[config.mk]
export PLATFORM = sky130hd
export DESIGN_NAME = rob_commit_ctrl
export DESIGN_NICKNAME = d
export VERILOG_FILES = /design/src/design/rob_pkg.sv /design/src/design/rob_commit_ctrl.sv
export VERILOG_INCLUDE_DIRS = /design/src /design/src/design
export SDC_FILE = /design/constraint.sdc
export NUM_CORES = 1
export LEC_CHECK = 0
export ABC_AREA = 1
export BUFFER_PORTS_ARGS = -buffer_cell sky130_fd_sc_hd__buf_4
export CAP_MARGIN = 20
export CORE_ASPECT_RATIO = 1.4
export CORE_UTILIZATION = 41
export CTS_CLUSTER_SIZE = 40
export DETAILED_ROUTE_END_ITERATION = 10
export PLACE_DENSITY_LB_ADDON = 0.15
export RECOVER_POWER = 100
export SYNTH_ARGS = -nofsm -noshare
export SYNTH_HDL_FRONTEND = slang
export SYNTH_SLANG_ARGS = --single-unit
[constraint.sdc]
create_clock -name clk -period 2.7 [get_ports clk]
set_input_delay 0.405 -clock clk [delete_from_list [all_inputs] [get_ports clk]]
set_output_delay 0.405 -clock clk [all_outputs]
set_load 0.02 [all_outputs]
[src/design/rob_cfg.svh]
`ifndef ROB_CFG_SVH
`define ROB_CFG_SVH

// rob index width, entry count follows from it
`define ROB_WIDTH 6
`define ROB_DEPTH 64

// architectural register index width
`define ARF_WIDTH 5

// data path width, also pc width
`define XLEN 32

`endif

[src/design/rob_pkg.sv]
`include "rob_cfg.svh"

package rob_pkg;

    //////////////////////////////////////////////////////////////////////
    // basic vector types
    //////////////////////////////////////////////////////////////////////

    // rob entry index, doubles as physical destination name
    typedef logic [`ROB_WIDTH-1:0] rob_tag_t;
    typedef logic [`ARF_WIDTH-1:0] areg_t;
    typedef logic [`XLEN-1:0]      xdata_t;
    // instruction class
    typedef logic [1:0]            inst_type_t;

    //////////////////////////////////////////////////////////////////////
    // table entries
    //////////////////////////////////////////////////////////////////////

    // flags raised by execution
    typedef struct packed {
        logic exception;
        logic bpu_fail;
    } rob_ctrl_entry_t;

    // static info, written at dispatch
    typedef struct packed {
        inst_type_t inst_type;
        areg_t      areg;
        xdata_t     pc;
        logic       w_reg;
        logic       w_mem;
    } rob_inst_entry_t;

    // result, written by the cdb
    typedef struct packed {
        xdata_t          data;
        rob_ctrl_entry_t ctrl;
    } rob_data_entry_t;

    //////////////////////////////////////////////////////////////////////
    // external packets
    //////////////////////////////////////////////////////////////////////

    typedef struct packed {
        inst_type_t      inst_type;
        areg_t           areg;
        rob_tag_t [1:0]  src_tag;
        xdata_t          pc;
        logic            issue;
        logic            w_reg;
        logic            w_mem;
    } dispatch_rob_pkg_t;

    typedef struct packed {
        rob_tag_t        w_tag;
        xdata_t          w_data;
        logic            w_valid;
        rob_ctrl_entry_t ctrl;
    } cdb_rob_pkg_t;

    typedef struct packed {
        xdata_t          w_data;
        areg_t           w_areg;
        xdata_t          pc;
        logic            w_reg;
        logic            w_mem;
        rob_ctrl_entry_t ctrl;
        logic            c_ready;
    } commit_rob_pkg_t;

    // source operand readout
    typedef struct packed {
        xdata_t data;
        logic   ready;
    } rob_operand_t;

endpackage

[src/design/rob_commit_ctrl.sv]
`timescale 1ns/10ps
`include "rob_cfg.svh"

module rob_commit_ctrl
    import rob_pkg::*;
(
    input  logic                  clk,
    input  logic                  arst_n_i,
    input  logic                  flush_i,
    // dispatch side
    input  logic            [1:0] issue_i,
    output rob_tag_t        [1:0] alloc_tag_o,
    output logic            [1:0] alloc_o,
    // commit side
    output rob_tag_t        [1:0] tail_tag_o,
    input  logic            [1:0] tail_valid_i,
    input  logic            [1:0] tail_complete_i,
    input  rob_ctrl_entry_t [1:0] tail_ctrl_i,
    output logic            [1:0] commit_en_o,
    output logic                  rob_ready_o
);

    // head is the next free entry, tail the oldest live one
    rob_tag_t            head_q;
    rob_tag_t            tail_q;
    // needs one extra bit to hold a full rob
    logic [`ROB_WIDTH:0] count_q;
    logic [1:0]          alloc_cnt;
    logic [1:0]          commit_cnt;
    logic                chain_ok;

    //////////////////////////////////////////////////////////////////////
    // allocation
    //////////////////////////////////////////////////////////////////////

    // room for a full pair
    assign rob_ready_o = (count_q <= (`ROB_DEPTH - 2));

    // issues packed onto consecutive tags from head
    assign alloc_tag_o[0] = head_q;
    assign alloc_tag_o[1] = issue_i[0] ? head_q + 1'b1 : head_q;
    // dispatch in a flush cycle is dropped
    assign alloc_o        = issue_i & {2{~flush_i}};
    assign alloc_cnt      = {1'b0, alloc_o[0]} + {1'b0, alloc_o[1]};

    //////////////////////////////////////////////////////////////////////
    // commit selection
    //////////////////////////////////////////////////////////////////////

    assign tail_tag_o[0] = tail_q;
    assign tail_tag_o[1] = tail_q + 1'b1;

    // strictly in order; a redirecting entry stops the younger slot
    always_comb begin
        chain_ok = ~flush_i;
        for (int i = 0; i < 2; i++) begin
            commit_en_o[i] = chain_ok & tail_valid_i[i] & tail_complete_i[i];
            chain_ok       = commit_en_o[i]
                           & ~tail_ctrl_i[i].exception
                           & ~tail_ctrl_i[i].bpu_fail;
        end
    end

    assign commit_cnt = {1'b0, commit_en_o[0]} + {1'b0, commit_en_o[1]};

    //////////////////////////////////////////////////////////////////////
    // pointers
    //////////////////////////////////////////////////////////////////////

    always_ff @(posedge clk or negedge arst_n_i) begin
        if (!arst_n_i) begin
            head_q  <= '0;
            tail_q  <= '0;
            count_q <= '0;
        end else if (flush_i) begin
            // whole rob emptied
            head_q  <= '0;
            tail_q  <= '0;
            count_q <= '0;
        end else begin
            head_q  <= head_q + rob_tag_t'(alloc_cnt);
            tail_q  <= tail_q + rob_tag_t'(commit_cnt);
            count_q <= count_q + alloc_cnt - commit_cnt;
        end
    end

    // dispatch may only issue while there is room for a pair
    a_issue_when_ready: assert property (
        @(posedge clk) disable iff (!arst_n_i)
        (|issue_i) |-> rob_ready_o
    ) else $error("rob_commit_ctrl: issue with rob_ready_o low, count %0d", count_q);

endmodule

==> flow_summary.toml <==
[sta]
finalCriticalPeriod_ns = 2.42
drv_slew = 0
setup_violations = 0
fin_hold_ws_ns = 0.321
max_clock_freq_mhz = 413
worstMarginPinSlew_ns = 1.08
clock_skew_ns = 0.000926
rsz0062_at_grt = "no"
fin_crit_sh = 0.896
hold_viol_final = 0
slew_headroom = 0.277

[synth]
syn_area_sq_mm = 0.00146
synth_cell_types = 20
ys_seq_area_frac = 0.326
syn_nets = 220
syn_avg_cell_area_sq_um = 7.92
syn_inst = 184
synth_seq_cells = 19
yosys_warnings = 0

[placed_design]
hpwl_um = 2310
io_buffer_count = 39
placed_area_sq_mm = 0.00185
placedCellCount = 266
routabilityCongestion = 0.816

[clocking]
cts_buffer_depth = 2
cts_inserted_buffers = 3
root_buffer = "clkbuf_8"
postCtsSetupBuffers = 0
cts_hold_buf = 0
clkSinkCount = 19
clkSlewWorstSetupHoldPaths_ns = 0.07
cts_tree = "yes"
cts_max_level = 1
post_cts_resized = 0
clock_latency_ns = 0.26

[finish]
fin_util = 0.517
fin_nets = 267
fin_area_sq_mm = 0.00175
fillers = 379
fin_cells = 270
drive_gt1_frac = 0.0870
antenna_cells = 0
syn2layout_area_growth_pct = 20.0

[floorplan]
fp.dieH_um = 72.5
io_pins = 42
coreArea_sq_mm = 0.00338
start_util = 0.431
die_area_sq_mm = 0.00380
die_w_um = 52.4
rows = 25

[power_and_ir_drop]
ir_drop_mv = 0.331
switching_share = 0.414
p_clk_frac = 0.191
p_leak_nw = 0.922
pwr-share-seq = 0.345
p_comb_frac = 0.465
p_per_area_mw_per_mm2 = 611
p_int_w = 0.000625
switching_power_w = 0.000442

[critical_path]
crit_required_ns = 2.85
slowest_stage = "nor4_1"
cpMostUsedCell = "nand2_1"
crit_path_cell_trace = "clkbuf_1 -> inv_2 -> nand3_2 -> nor4_1 -> ha_1 -> ha_1 -> inv_1 -> ha_2 -> fa_2 -> nand2_1 -> nand2_1 -> nand3_1 -> nand3_1 -> nand2_1 -> nor2_1"
cp_max_fo = 3
path_delay_family = "adder cells"
cpPeakStageDelay_ns = 0.35
worstPathArrival_ns = 2.57
end_kind = "flop"
worst-path-stages = 15
worstSetupStartpointType = "input port"
critPathKind = "in -> reg"
rr_worst_depth = 10
crit_buf_inv = 3

[hold_path]
hold_class = "in -> async"

[drt]
drc_errors = 0
postRouteAntennaNets = 0
wl_um = 2890
vias_per_cell = 4.73
vias = 1277
drt_pass1_iterations = 2
first_iter_violations = 21
avgRoutedWirePerCell_um = 10.7

[grt]
track_usage = 0.176
grt_first_pass_wirelength_um = 4910
grt_pass1_vias = 1137
grt_max_degree = 20
globalRouteOverflowTotal = 0
use_met3 = 0.0252
use_met1 = 0.189
use_met2 = 0.332
antenna_found_initial = 0
grt-busiest-layer = "met2"

[job]
drv_cap = 0

[outcome]
status = "complete, no violations"
## sequential cells by signal (all words and copies together) (netlist names)
| signal | cells |
|---|---|
| tail_q | 6 |
| head_q | 6 |
| count_q | 7 |
## cells in the final DEF (no fill, tap or decap), drive strengths merged
cell,netlist,routed
or2,1,1
o21ai,8,8
ha,19,19
nand2,28,28
buf,3,13
nand3,12,12
a21oi,12,12
nand4,3,3
nand3b,1,1
nor4,1,1
fa,4,4
nor3,3,3
inv,38,38
xor2,10,10
clkbuf,0,36
dfrtp,19,19
nor2,22,22
## worst reg2reg max path, stage by stage (launching register included)
cell and delay, ns:
dfrtp_1 0.32, inv_1 0.07, fa_1 0.53, inv_1 0.07, fa_2 0.40, nand2_1 0.08, nand2_1 0.09, nand3_1 0.10
nand3_1 0.08, nand2_1 0.06, nor2_1 0.03
## routing by layer
metal	routed length [um]	up-vias
met1	1190	580
met2	1580	24
met3	72	5
met5	0	-
met4	46	0
li1	-	668
## kinds of logic (layout without fill, tap and decap cells)
| logic type | Yosys count | after routing | synth area share |
|---|---|---|---|
| AND/OR/NAND/NOR | 71 | 71 | 0.212 |
| buffers and inverters | 41 | 87 | 0.114 |
| adder cells (fa/ha/maj) | 23 | 23 | 0.218 |
| AO/OA/AOI/OAI | 20 | 20 | 0.0687 |
| flip-flops | 19 | 19 | 0.326 |
| XOR/XNOR | 10 | 10 | 0.0601 |
## path summary, 6_finish.rpt
check                                start    endpoint  slack, ns
max in group asynchronous         arst_n_i  count_q[2]       1.73
worst min-delay path              arst_n_i   tail_q[3]       0.32
worst max-delay path               flush_i  count_q[6]       0.28
worst max register to register  count_q[1]  count_q[6]       0.77
worst min register to register   head_q[2]   head_q[2]       0.59
min in group clk                   flush_i  count_q[1]       0.49
## layout make-up
class / count / area, sq um / share of cell area
multi-input combinational: 124 / 817 / 0.467
sequential: 19 / 475 / 0.272
timing repair buffer: 45 / 218 / 0.125
inverter: 38 / 143 / 0.0816
tap: 40 / 50.0 / 0.0286
clock buffer: 4 / 45.0 / 0.0258
## stage by stage
step           setup WS [ns]  TNS (ns)  total power (W)
2_1_floorplan        -0.0437   -0.0437         0.000762
3_3_place_gp          0.0707         0         0.000891
3_5_place_dp          0.0516         0         0.000899
4_1_cts                0.326         0          0.00111
5_1_grt                0.117         0          0.00119
6_report               0.280         0          0.00107
## Yosys cell counts
library cell / number / area (sq um)
nand3_1: 12 / 60.1
nor3_2: 1 / 10.0
inv_1: 38 / 143
nor3_1: 2 / 10.0
nor4_1: 1 / 6.26
buf_2: 1 / 5.00
dfrtp_1: 19 / 475
fa_1: 4 / 80.1
or2_1: 1 / 6.26
buf_6: 1 / 11.3
nand3b_1: 1 / 7.51
nand4_1: 3 / 18.8
xor2_1: 10 / 87.6
nor2_1: 21 / 78.8
a21oi_1: 12 / 60.1
nor2_2: 1 / 6.26
nand2_1: 28 / 105
buf_4: 1 / 7.51
o21ai_0: 8 / 40.0
ha_1: 19 / 238
## power groups by stage
| stage | clock network (W) | logic, W | registers, W |
|---|---|---|---|
| CTS | 0.000212 | 0.000526 | 0.000370 |
| global placement | 0 | 0.000515 | 0.000376 |
| detailed placement | 0 | 0.000523 | 0.000376 |
| floorplan | 0 | 0.000391 | 0.000371 |
| global route | 0.000222 | 0.000589 | 0.000377 |
| finish | 0.000203 | 0.000496 | 0.000368 |
(Power assumes the default switching activity.)
